<file path="src/logic/chan_buf_params.svh">
// Channel buffer build constants: beat payload width, FIFO depth, counter and burst size widths
`ifndef CB_PARAMS_SVH
`define CB_PARAMS_SVH

// ====================
// Beat payload
// ====================

// Payload bits per beat beside the last flag
`define CB_DATA_W 32

// ====================
// Storage and counters
// ====================

// Entries in the beat FIFO
`define CB_DEPTH 16
// Counters cover 0 to CB_DEPTH+2 (FIFO plus the two skid slots)
`define CB_CNT_W 6
// Burst size carried by alloc and drain requests
`define CB_SIZE_W 8

`endif

</file>
<file path="src/logic/chan_buf_pkg.sv">
// Channel buffer shared types: beat payload, counter and size types, skid occupancy states
`include "chan_buf_params.svh"

`default_nettype none

package chan_buf_pkg;

        // ====================
        // Data path types
        // ====================

        // One streamed beat
        // Last flag sits in the top bit
        typedef struct packed {
                logic                  last;
                logic [`CB_DATA_W-1:0] data;
        } beat_t;

        // ====================
        // Ledger and fill types
        // ====================

        // Space free, data available and FIFO fill level
        typedef logic [`CB_CNT_W-1:0] cnt_t;

        // Burst length in an alloc or drain request
        typedef logic [`CB_SIZE_W-1:0] size_t;

        // ====================
        // Bridge state
        // ====================

        // Number of beats held in the two-entry skid
        typedef enum logic [1:0] {
                BR_EMPTY,
                BR_ONE,
                BR_TWO
        } bridge_state_e;

endpackage

`default_nettype wire

</file>
<file path="src/logic/credit_ledger.sv">
// Credit ledger: registered space-free and data-available pools with alloc and drain handshakes
`include "chan_buf_params.svh"

`default_nettype none

module credit_ledger (
        input  logic                  clk,
        input  logic                  arst_n,
        // Producer reserves room for a burst
        input  logic                  alloc_valid,
        input  chan_buf_pkg::size_t   alloc_size,
        output logic                  alloc_ready,
        // Consumer claims buffered beats
        input  logic                  drain_valid,
        input  chan_buf_pkg::size_t   drain_size,
        output logic                  drain_ready,
        // Stream handshake strobes from the top level
        input  logic                  in_fire,
        input  logic                  out_fire,
        // Pool levels
        output chan_buf_pkg::cnt_t    space_free,
        output chan_buf_pkg::cnt_t    data_avail
);
        import chan_buf_pkg::*;

        // Credit pool never exceeds the FIFO depth
        localparam cnt_t SPACE_MAX = cnt_t'(`CB_DEPTH);
        // Claimable beats bounded by FIFO plus skid storage
        localparam cnt_t AVAIL_MAX = cnt_t'(`CB_DEPTH + 2);

        logic alloc_fire;
        logic drain_fire;
        cnt_t space_after_alloc;
        cnt_t avail_after_drain;
        cnt_t space_next;
        cnt_t avail_next;

        // ====================
        // Request acceptance
        // ====================

        // A request is granted only if its pool covers the whole burst
        assign alloc_ready = alloc_size <= size_t'(space_free);
        assign drain_ready = drain_size <= size_t'(data_avail);

        assign alloc_fire = alloc_valid && alloc_ready;
        assign drain_fire = drain_valid && drain_ready;

        // ====================
        // Pool updates
        // ====================

        always_comb begin
                // Granted bursts come off the pool first
                space_after_alloc = space_free;
                if (alloc_fire) begin
                        space_after_alloc = space_free - cnt_t'(alloc_size);
                end
                avail_after_drain = data_avail;
                if (drain_fire) begin
                        avail_after_drain = data_avail - cnt_t'(drain_size);
                end

                // Output transfer returns one credit
                space_next = space_after_alloc;
                if (out_fire && (space_after_alloc < SPACE_MAX)) begin
                        space_next = space_after_alloc + cnt_t'(1);
                end

                // Input transfer makes one more beat claimable
                avail_next = avail_after_drain;
                if (in_fire && (avail_after_drain < AVAIL_MAX)) begin
                        avail_next = avail_after_drain + cnt_t'(1);
                end
        end

        // Same-cycle events land together on the next edge
        always_ff @(posedge clk or negedge arst_n) begin
                if (!arst_n) begin
                        space_free <= SPACE_MAX;
                        data_avail <= '0;
                end else begin
                        space_free <= space_next;
                        data_avail <= avail_next;
                end
        end

endmodule

`default_nettype wire

</file>
<file path="src/logic/beat_fifo.sv">
// Beat FIFO: circular store with fill count and a registered one-cycle read port
`include "chan_buf_params.svh"

`default_nettype none

module beat_fifo #(
        parameter int DEPTH = `CB_DEPTH
) (
        input  logic                  clk,
        input  logic                  arst_n,
        // Write side, valid/ready
        input  logic                  in_valid,
        input  chan_buf_pkg::beat_t   in_beat,
        output logic                  in_ready,
        // Read request, data returns one edge later
        input  logic                  rd_en,
        output chan_buf_pkg::beat_t   rd_beat,
        // Fill level
        output chan_buf_pkg::cnt_t    count
);
        import chan_buf_pkg::*;

        localparam int AW = (DEPTH > 1) ? $clog2(DEPTH) : 1;

        typedef logic [AW-1:0] ptr_t;

        beat_t mem [DEPTH];
        ptr_t  wr_ptr;
        ptr_t  rd_ptr;
        logic  wr_fire;
        logic  rd_fire;

        // Advance a pointer with wrap at the last entry
        function automatic ptr_t ptr_inc(input ptr_t ptr);
                ptr_t nxt;
                nxt = ptr + ptr_t'(1);
                if (ptr == ptr_t'(DEPTH - 1)) begin
                        nxt = '0;
                end
                return nxt;
        endfunction

        // ====================
        // Handshakes
        // ====================

        // Writes accepted while not full
        assign in_ready = count < cnt_t'(DEPTH);
        assign wr_fire  = in_valid && in_ready;
        // Pop only while an entry is held
        assign rd_fire  = rd_en && (count != '0);

        // ====================
        // Pointers and count
        // ====================

        always_ff @(posedge clk or negedge arst_n) begin
                if (!arst_n) begin
                        wr_ptr <= '0;
                        rd_ptr <= '0;
                        count  <= '0;
                end else begin
                        if (wr_fire) begin
                                wr_ptr <= ptr_inc(wr_ptr);
                        end
                        if (rd_fire) begin
                                rd_ptr <= ptr_inc(rd_ptr);
                        end
                        // Simultaneous push and pop leave the level unchanged
                        case ({wr_fire, rd_fire})
                                2'b10:   count <= count + cnt_t'(1);
                                2'b01:   count <= count - cnt_t'(1);
                                default: count <= count;
                        endcase
                end
        end

        // ====================
        // Storage
        // ====================

        always_ff @(posedge clk) begin
                if (wr_fire) begin
                        mem[wr_ptr] <= in_beat;
                end
        end

        // Head pops into the output register for an SRAM-like read
        always_ff @(posedge clk) begin
                if (rd_fire) begin
                        rd_beat <= mem[rd_ptr];
                end
        end

endmodule

`default_nettype wire

</file>
<file path="src/logic/latency_bridge.sv">
// Latency bridge: two-entry skid that hides the FIFO read latency behind valid/ready
`default_nettype none

module latency_bridge (
        input  logic                  clk,
        input  logic                  arst_n,
        // FIFO side
        input  chan_buf_pkg::cnt_t    fifo_count,
        output logic                  rd_en,
        input  chan_buf_pkg::beat_t   rd_beat,
        // Output stream
        output logic                  out_valid,
        output chan_buf_pkg::beat_t   out_beat,
        input  logic                  out_ready
);
        import chan_buf_pkg::*;

        bridge_state_e state;
        bridge_state_e state_next;
        logic          rd_pending;
        logic          out_fire;
        logic [1:0]    held;
        logic [2:0]    load;
        beat_t         slot0;
        beat_t         slot1;

        // Oldest held beat always sits in slot0
        assign out_valid = state != BR_EMPTY;
        assign out_beat  = slot0;
        assign out_fire  = out_valid && out_ready;

        // ====================
        // Read issue
        // ====================

        always_comb begin
                case (state)
                        BR_ONE:  held = 2'd1;
                        BR_TWO:  held = 2'd2;
                        default: held = 2'd0;
                endcase
        end

        // Beats held after this edge including the one in flight
        assign load  = 3'(held) + 3'(rd_pending) - 3'(out_fire);
        // Read only if a skid slot is free for the returning beat
        assign rd_en = (fifo_count != '0) && (load < 3'd2);

        // ====================
        // Skid occupancy
        // ====================

        always_comb begin
                state_next = state;
                case ({rd_pending, out_fire})
                        2'b10: state_next = (state == BR_EMPTY) ? BR_ONE : BR_TWO;
                        2'b01: state_next = (state == BR_TWO) ? BR_ONE : BR_EMPTY;
                        default: state_next = state;
                endcase
        end

        always_ff @(posedge clk or negedge arst_n) begin
                if (!arst_n) begin
                        state      <= BR_EMPTY;
                        rd_pending <= 1'b0;
                end else begin
                        state      <= state_next;
                        rd_pending <= rd_en;
                end
        end

        // Shift on pop and land the returning beat in the next free slot
        always_ff @(posedge clk) begin
                if (out_fire && (state == BR_TWO)) begin
                        slot0 <= slot1;
                end
                if (rd_pending) begin
                        if ((state == BR_EMPTY) || ((state == BR_ONE) && out_fire)) begin
                                slot0 <= rd_beat;
                        end else begin
                                slot1 <= rd_beat;
                        end
                end
        end

endmodule

`default_nettype wire

</file>
<file path="src/logic/chan_buf_unit.sv">
// Channel buffer top: credit ledger, beat FIFO and latency bridge on one stream
`include "chan_buf_params.svh"

`default_nettype none

module chan_buf_unit (
        input  logic                  clk,
        input  logic                  arst_n,
        // Producer stream
        input  logic                  in_valid,
        input  chan_buf_pkg::beat_t   in_beat,
        output logic                  in_ready,
        // Consumer stream
        output logic                  out_valid,
        output chan_buf_pkg::beat_t   out_beat,
        input  logic                  out_ready,
        // Producer space reservation
        input  logic                  alloc_valid,
        input  chan_buf_pkg::size_t   alloc_size,
        output logic                  alloc_ready,
        // Consumer beat claim
        input  logic                  drain_valid,
        input  chan_buf_pkg::size_t   drain_size,
        output logic                  drain_ready,
        // Ledger levels
        output chan_buf_pkg::cnt_t    space_free,
        output chan_buf_pkg::cnt_t    data_avail
);
        import chan_buf_pkg::*;

        logic  in_fire;
        logic  out_fire;
        logic  rd_en;
        beat_t rd_beat;
        cnt_t  fifo_count;

        // Stream transfers that move the ledger
        assign in_fire  = in_valid && in_ready;
        assign out_fire = out_valid && out_ready;

        // Ledger is advisory and never gates the FIFO write
        credit_ledger u_ledger (
                .clk         (clk),
                .arst_n      (arst_n),
                .alloc_valid (alloc_valid),
                .alloc_size  (alloc_size),
                .alloc_ready (alloc_ready),
                .drain_valid (drain_valid),
                .drain_size  (drain_size),
                .drain_ready (drain_ready),
                .in_fire     (in_fire),
                .out_fire    (out_fire),
                .space_free  (space_free),
                .data_avail  (data_avail)
        );

        beat_fifo #(
                .DEPTH (`CB_DEPTH)
        ) u_fifo (
                .clk      (clk),
                .arst_n   (arst_n),
                .in_valid (in_valid),
                .in_beat  (in_beat),
                .in_ready (in_ready),
                .rd_en    (rd_en),
                .rd_beat  (rd_beat),
                .count    (fifo_count)
        );

        latency_bridge u_bridge (
                .clk        (clk),
                .arst_n     (arst_n),
                .fifo_count (fifo_count),
                .rd_en      (rd_en),
                .rd_beat    (rd_beat),
                .out_valid  (out_valid),
                .out_beat   (out_beat),
                .out_ready  (out_ready)
        );

endmodule

`default_nettype wire

</file>
<file path="config.mk">
export PLATFORM = sky130hd
export DESIGN_NAME = chan_buf_unit
export DESIGN_NICKNAME = d
export VERILOG_FILES = /design/src/logic/chan_buf_pkg.sv /design/src/logic/credit_ledger.sv /design/src/logic/beat_fifo.sv /design/src/logic/latency_bridge.sv /design/src/logic/chan_buf_unit.sv
export VERILOG_INCLUDE_DIRS = /design/src /design/src/logic
export SDC_FILE = /design/constraint.sdc
export NUM_CORES = 1
export LEC_CHECK = 0
export BUFFER_PORTS_ARGS = -buffer_cell sky130_fd_sc_hd__buf_2
export CORE_UTILIZATION = 31
export CTS_CLUSTER_DIAMETER = 30
export DETAILED_ROUTE_END_ITERATION = 8
export REMOVE_ABC_BUFFERS = 1
export SYNTH_ARGS = -nofsm -noshare
export SYNTH_HDL_FRONTEND = slang
export SYNTH_HIERARCHICAL = 1
export SYNTH_SLANG_ARGS = --single-unit
</file>
<file path="constraint.sdc">
create_clock -name clk -period 5.4 [get_ports clk]
set_input_delay 0.81 -clock clk [delete_from_list [all_inputs] [get_ports clk]]
set_output_delay 0.81 -clock clk [all_outputs]
set_load 0.005 [all_outputs]
</file>
Word-level counts from Yosys, hierarchy flattened. Memories as Yosys holds them, arrays and structs flattened. A register that Yosys moved wholly into a read port is not among the register bits. Index checks and enable logic that the tools add are counted.

Bits in writable memories: 528. Register bits after elaboration: 95. Output and inout bits: 49. Input bits: 55. Memories: 1. Word-level logic and storage cells: 70.

$add $sub $neg: 10. Bitwise operators: 1. Multiplexer cells: 16. Equality and inequality tests: 8. $lt $le $gt $ge: 6. Reductions and logical operators: 17.

Memories: u_fifo.mem (words 16, width 33, rd ports 1, clocked after memory_dff 1, wr ports 1, line beat_fifo.sv:27) `beat_t mem [DEPTH];`.

Operators with widths (number): $mux W33 (3); $mux W6 (4); $add A6 B1 Y6 const B (3); $lt A6 B5 Y1 const B (3); $le A8 B6 Y1 (2); $pmux W6 S2 (1); $sub A6 B6 Y6 (2); $logic_and A1 B1 Y1 (10); $add A4 B1 Y4 const B (2); $eq A4 B4 Y1 const B (2); $mux W4 (2); $pmux W2 S2 (2); $eq A2 B1 Y1 const B (3); $eq A2 B2 Y1 const B (3); $reduce_bool A2 Y1 (3); $reduce_bool A6 Y1 (1); $sub A6 B1 Y6 const B (1); $add A2 B1 Y3 (1); $lt A3 B2 Y1 const B (1); $mux W1 (3); $sub A3 B1 Y3 (1); $logic_not A2 Y1 (1); $mux W2 (1); $reduce_and A2 Y1 (1); other kinds (2) (2).

Longest topological paths before layout.
Word-level depth: 9. Depth in mapped cells: 15.

Hierarchy. The synthesis kept the hierarchy.

Modules (own cells, without submodules): beat_fifo (times used 1, area each 21618.2 um2, cells an instance 943); latency_bridge (times used 1, area each 2652.5 um2, cells an instance 244); credit_ledger (times used 1, area each 1736.7 um2, cells an instance 206); chan_buf_unit (times used 1, area each 12.5 um2, cells an instance 2).

Worst setup path after synthesis. Ideal clock, no wire load.

Path kind: input-to-reg. Start: input port out_ready. End: register u_fifo.count[4]. Data required time: 5.262 ns. Path buffers: 0. Slack: -0.027 ns. Setup time: 0.138 ns. Arrival time: 5.289 ns. Stages on the path: 13. Cell sequence: nand2b_1 -> nor2_1 -> o21ai_0 -> fa_1 -> xnor2_1 -> o311a_1 -> a21boi_1 -> ha_1 -> ha_1 -> a21o_1 -> a21oi_1 -> xor2_1 -> o21ai_0.

Cells in the longest elaborated chain, start to end: 7.

RTL lines: from (decl) (line chan_buf_unit.sv:16) `input logic out_ready,`; $logic_and A1 B1 Y1 * (line latency_bridge.sv:30) `assign out_fire = out_valid && out_ready;`; $sub A3 B1 Y3 * (line latency_bridge.sv:45) `assign load = 3'(held) + 3'(rd_pending) - 3'(out_fire);`; $lt A3 B2 Y1 * (line latency_bridge.sv:47) `assign rd_en = (fifo_count != '0) && (load < 3'd2);`; $logic_and A1 B1 Y1 * (line latency_bridge.sv:47); named net rd_en (line chan_buf_unit.sv:33) `logic rd_en;`; $logic_and A1 B1 Y1 * (line beat_fifo.sv:51) `assign rd_fire = rd_en && (count != '0);`; named net u_fifo.rd_fire (line beat_fifo.sv:31) `logic rd_fire;`; $eq A2 B1 Y1 or $eq A2 B2 Y1 (tied branches) (line beat_fifo.sv:70) `case ({wr_fire, rd_fire})`; $pmux W6 S2 or $reduce_bool A2 Y1 (tied branches); to (signal assigned) (line beat_fifo.sv:71) `2'b10: count <= count + cnt_t'(1);`; to (signal assigned) (line beat_fifo.sv:72) `2'b01: count <= count - cnt_t'(1);`; to (signal assigned) (line beat_fifo.sv:73) `default: count <= count;`; to (decl) (line beat_fifo.sv:19) `output chan_buf_pkg::cnt_t count`.

Mark *: on every way through the listed nets, which the timed path passes. The rest lies on a longest branch. A chain may end at the register's enable or synchronous reset.

Worst setup path in the final report.
Start: register u_ledger.data_avail[5]. End: register u_ledger.data_avail[2].

Cells in the longest elaborated chain, start to end: 6.

RTL lines: from (decl) (line credit_ledger.sv:22) `output chan_buf_pkg::cnt_t data_avail`; from (signal assigned) (line credit_ledger.sv:84) `data_avail <= avail_next;`; $le A8 B6 Y1 (line credit_ledger.sv:44) `assign drain_ready = drain_size <= size_t'(data_avail);`; $logic_and A1 B1 Y1 (line credit_ledger.sv:47) `assign drain_fire = drain_valid && drain_ready;`; $mux W6 * (line credit_ledger.sv:60) `if (drain_fire) begin`; $lt A6 B5 Y1 (line credit_ledger.sv:72) `if (in_fire && (avail_after_drain < AVAIL_MAX)) begin`; $logic_and A1 B1 Y1 (line credit_ledger.sv:72); $mux W6 * (line credit_ledger.sv:72); named net u_ledger.avail_next[2] (line credit_ledger.sv:36) `cnt_t avail_next;`.

Marked as above.

==> impl_metrics.env <==
export IMPL_period_share_pct=66.4
export IMPL_drc_errors=0
export IMPL_max_clock_freq_ghz=0.279
export IMPL_period_minus_slack_ns=3.59
export IMPL_first_pass_iters=7
export IMPL_synth_distinct_cells=71
export IMPL_cts_tree="built"
export IMPL_start_kind="flop"
export IMPL_cts_buffer_depth=3
export IMPL_syn_area_per_cell_um2=18.7
export IMPL_cap_viol_max_count=0
export IMPL_vias=14000
export IMPL_multi_input_area_um2=6420
export IMPL_grt_max_degree=83
export IMPL_fp_dieW_um=292
export IMPL_rsz0062_at_grt="no"
export IMPL_detailed_place_hpwl_um=33200
export IMPL_finClkSkew_ns=0.0295
export IMPL_synth_edf_count=594
export IMPL_total_power_mw=19.4
export IMPL_cp_arrival_ns=4.19
export IMPL_area_sequential_um2=19200
export IMPL_yosys_warnings=6
export IMPL_nNetsFinal=1663
export IMPL_worst_slew_pin_slew_ns=1.20
export IMPL_cts_root_buffer="clkbuf_16"
export IMPL_required_ns=6.00
export IMPL_io_buffers=103
export IMPL_top_layer="met5"
export IMPL_peakVddDrop_mv=0.478
export IMPL_core_area_um2=82500
export IMPL_track_usage_pct=14.6
export IMPL_ant_nets=0
export IMPL_crit_path_end_kind="flop"
export IMPL_syn_instance_count=1395
export IMPL_wl_met3_um=4700
export IMPL_grt_pass1_vias=14700
export IMPL_worstSkewPairLatency_ns=0.68
export IMPL_crit_fanout=11
export IMPL_vias_per_cell=5.12
export IMPL_min_delay_path_class="in -> async"
export IMPL_worst_path_max_delay_cell="a2111oi_1"
export IMPL_antennaDiodeCount=0
export IMPL_wl_met2_um=29500
export IMPL_path_buf_inv=1
export IMPL_routabilityCongestion=0.806
export IMPL_drtIter0Drc=1182
export IMPL_wl_met1_um=26600
export IMPL_ys_async_sr_fraction_pct=4.42
export IMPL_die_h_um=292
export IMPL_totalWireLength_um=61900
export IMPL_fin_util_pct=38.8
export IMPL_cp_common_cell="ha_1"
export IMPL_setup_viol=0
export IMPL_cp_top_family="compound AO/OA/AOI/OAI gates"
export IMPL_antenna_found_initial=7
export IMPL_slowest_delay_ns=0.69
export IMPL_timing_final_hold_violations=0
export IMPL_die_area_um2=85100
export IMPL_fillCellCount=7426
export IMPL_netlist_area_um2=26000
export IMPL_ys_flop_type="edfxtp_1"
export IMPL_start_util_pct=31.5
export IMPL_post_place_ws_ns=1.41
export IMPL_ys_ff_latch=656
export IMPL_worstSetupPathType="reg -> reg"
export IMPL_relSlewSlack_pct=20.1
export IMPL_setup_ws_ns=1.81
export IMPL_cts_hold_buffers=0
export IMPL_post_route_cells_drive_above_1_share_pct=30.4
export IMPL_grt_pass1_wl_um=92800
export IMPL_tns_ns=0
export IMPL_p_leak_nw=10.8
export IMPL_ctsResizeCount=0
export IMPL_path_cells="inv_1 > ha_1 > a2111oi_1 > o21a_1 > and2_1 > mux2i_1 > ha_1 > nand2_1 > nor2_1 > a21oi_1 > a311oi_1 > a31o_2"
export IMPL_wl_per_cell_um=22.6
export IMPL_cts_buffers=117
export IMPL_clk_pin_slew_ns=0.05
export IMPL_cts_sinks=656
export IMPL_syn2layout_area_growth_pct=23.0
export IMPL_postCtsSetupRepairBufs=0
export IMPL_row_count=105
export IMPL_p_per_area_nw_per_um2=607
export IMPL_maxSlewViolCount=0
export IMPL_io_pins=104
export IMPL_outcome="finished, final reports clean"
export IMPL_overflow=0
export IMPL_seq_area_frac_synth_pct=73.9
export IMPL_htree_levels=3
## report_power, final
part | internal [mW] | switching, mW
Sequential | 6.44 | 0.502
Combinational | 2.11 | 2.86
Clock | 4.91 | 2.61
Total | 13.5 | 5.97
## registers in the layout (all words and copies together), names as in the netlist
register and cells:
u_fifo/mem 528, u_bridge/out_beat 33, u_bridge/slot1 33, u_fifo/rd_beat 33, u_fifo/count 6, u_ledger/data_avail 6
u_ledger/space_free 6, u_fifo/rd_ptr 4, u_fifo/wr_ptr 4, u_bridge/state 2, u_bridge/rd_pending 1
## cell families (layout without fill, tap and decap cells)
logic type      after synthesis  in the layout  share of synthesized area [%]
compound gates              184            184                           5.10
xor+xnor                     25             25                          0.842
flops                       656            656                           73.9
buf+inv                     107            384                           2.05
simple gates                244            244                           4.35
mux                         141            141                           11.8
fa+ha+maj                    38             38                           1.94
## Yosys cell counts, types with 3 or more instances
master	instances	area, um2
mux2_2	4	45.0
nand4_1	3	18.8
mux2i_1	3	30.0
a21oi_1	15	75.1
buf_2	30	150
nor4_1	3	18.8
a21o_1	8	60.1
o21a_1	3	22.5
fa_1	4	80.1
dfrtp_1	28	701
a211oi_1	3	22.5
xnor2_1	17	149
dfxtp_1	33	661
inv_1	32	120
a31o_2	4	35.0
buf_6	11	124
nand3_1	8	40.0
buf_4	3	22.5
nand2_1	121	454
edfxtp_1	594	17800
xor2_1	8	70.1
ha_1	34	425
mux4_2	132	2970
o211ai_1	3	22.5
nor2b_1	8	50.1
nor3_1	41	205
o21ai_0	19	95.1
or3_1	4	25.0
nand4bb_1	3	33.8
nand2b_1	6	37.5
clkbuf_1	29	109
nor2_1	26	97.6
a22oi_1	67	503
a311oi_1	3	26.3
a31oi_1	35	219
and2_1	7	43.8
## final cells by class
type / count / share of cell area (%)
clock buffers: 134 / 9.50
well taps: 1070 / 4.18
flip-flops and latches: 656 / 60.1
repair buffers: 131 / 2.34
inverters: 32 / 0.375
multi-input cells: 632 / 20.0
clock inverters: 87 / 3.48
## routing by layer
| layer | vias to the layer above | global-route usage, % |
|---|---|---|
| met5 | - | 0 |
| met2 | 522 | 23.0 |
| met4 | 10 | 4.02 |
| met1 | 7380 | 19.9 |
| met3 | 99 | 3.89 |
| li1 | 6029 | - |
## placed cells by master, fill, tap and decap left out, types with 5 or more instances in the layout
master        n
nand2b_1      5
clkinv_2      9
buf_4        26
nor2_1       13
xnor2_1      17
inv_6        11
a21oi_1      15
nand3_1       8
a31oi_1      35
edfxtp_1    594
bufinv_16    17
clkbuf_1     12
ha_1         34
a21o_1        8
clkinvlp_4   16
clkinv_4     15
a22oi_1      67
dfrtp_1      26
dfxtp_1      33
and2_1        6
nand2_1     121
o21ai_0      19
buf_2       103
nor2_4       13
mux4_2      132
clkinv_1     11
xor2_1        8
inv_1        32
clkbuf_8      5
nor2b_1       5
clkbuf_16   117
nor3_1       37
## through the flow
step	instances	area, um2	hold WS, ns
global route	2742	32000	0.245
global placement	2521	27900	0.434
detailed placement	2521	27900	0.435
finish	2742	32000	0.200
floorplan	1320	25600	0.428
CTS	2742	32000	0.204
## worst paths after layout
path	startpoint	end	slack, ns	cells past startpoint
setup reg to reg	u_ledger/data_avail[5]$_DFF_PN0_	u_ledger/data_avail[2]$_DFF_PN0_	1.81	12
setup / recovery	u_ledger/data_avail[5]$_DFF_PN0_	u_ledger/data_avail[2]$_DFF_PN0_	1.81	12
hold / removal	arst_n	u_fifo/wr_ptr[2]$_DFFE_PN0P_	0.20	1
min in group clk	u_fifo/rd_beat[11]$_DFFE_PP_	u_bridge/slot1[11]$_DFFE_PP_	0.44	0
hold reg to reg	u_fifo/rd_beat[11]$_DFFE_PP_	u_bridge/slot1[11]$_DFFE_PP_	0.44	0
max in group asynchronous	arst_n	u_fifo/rd_ptr[0]$_DFFE_PN0P_	4.64	1
No activity file was read; power rests on OpenSTA's default activity.
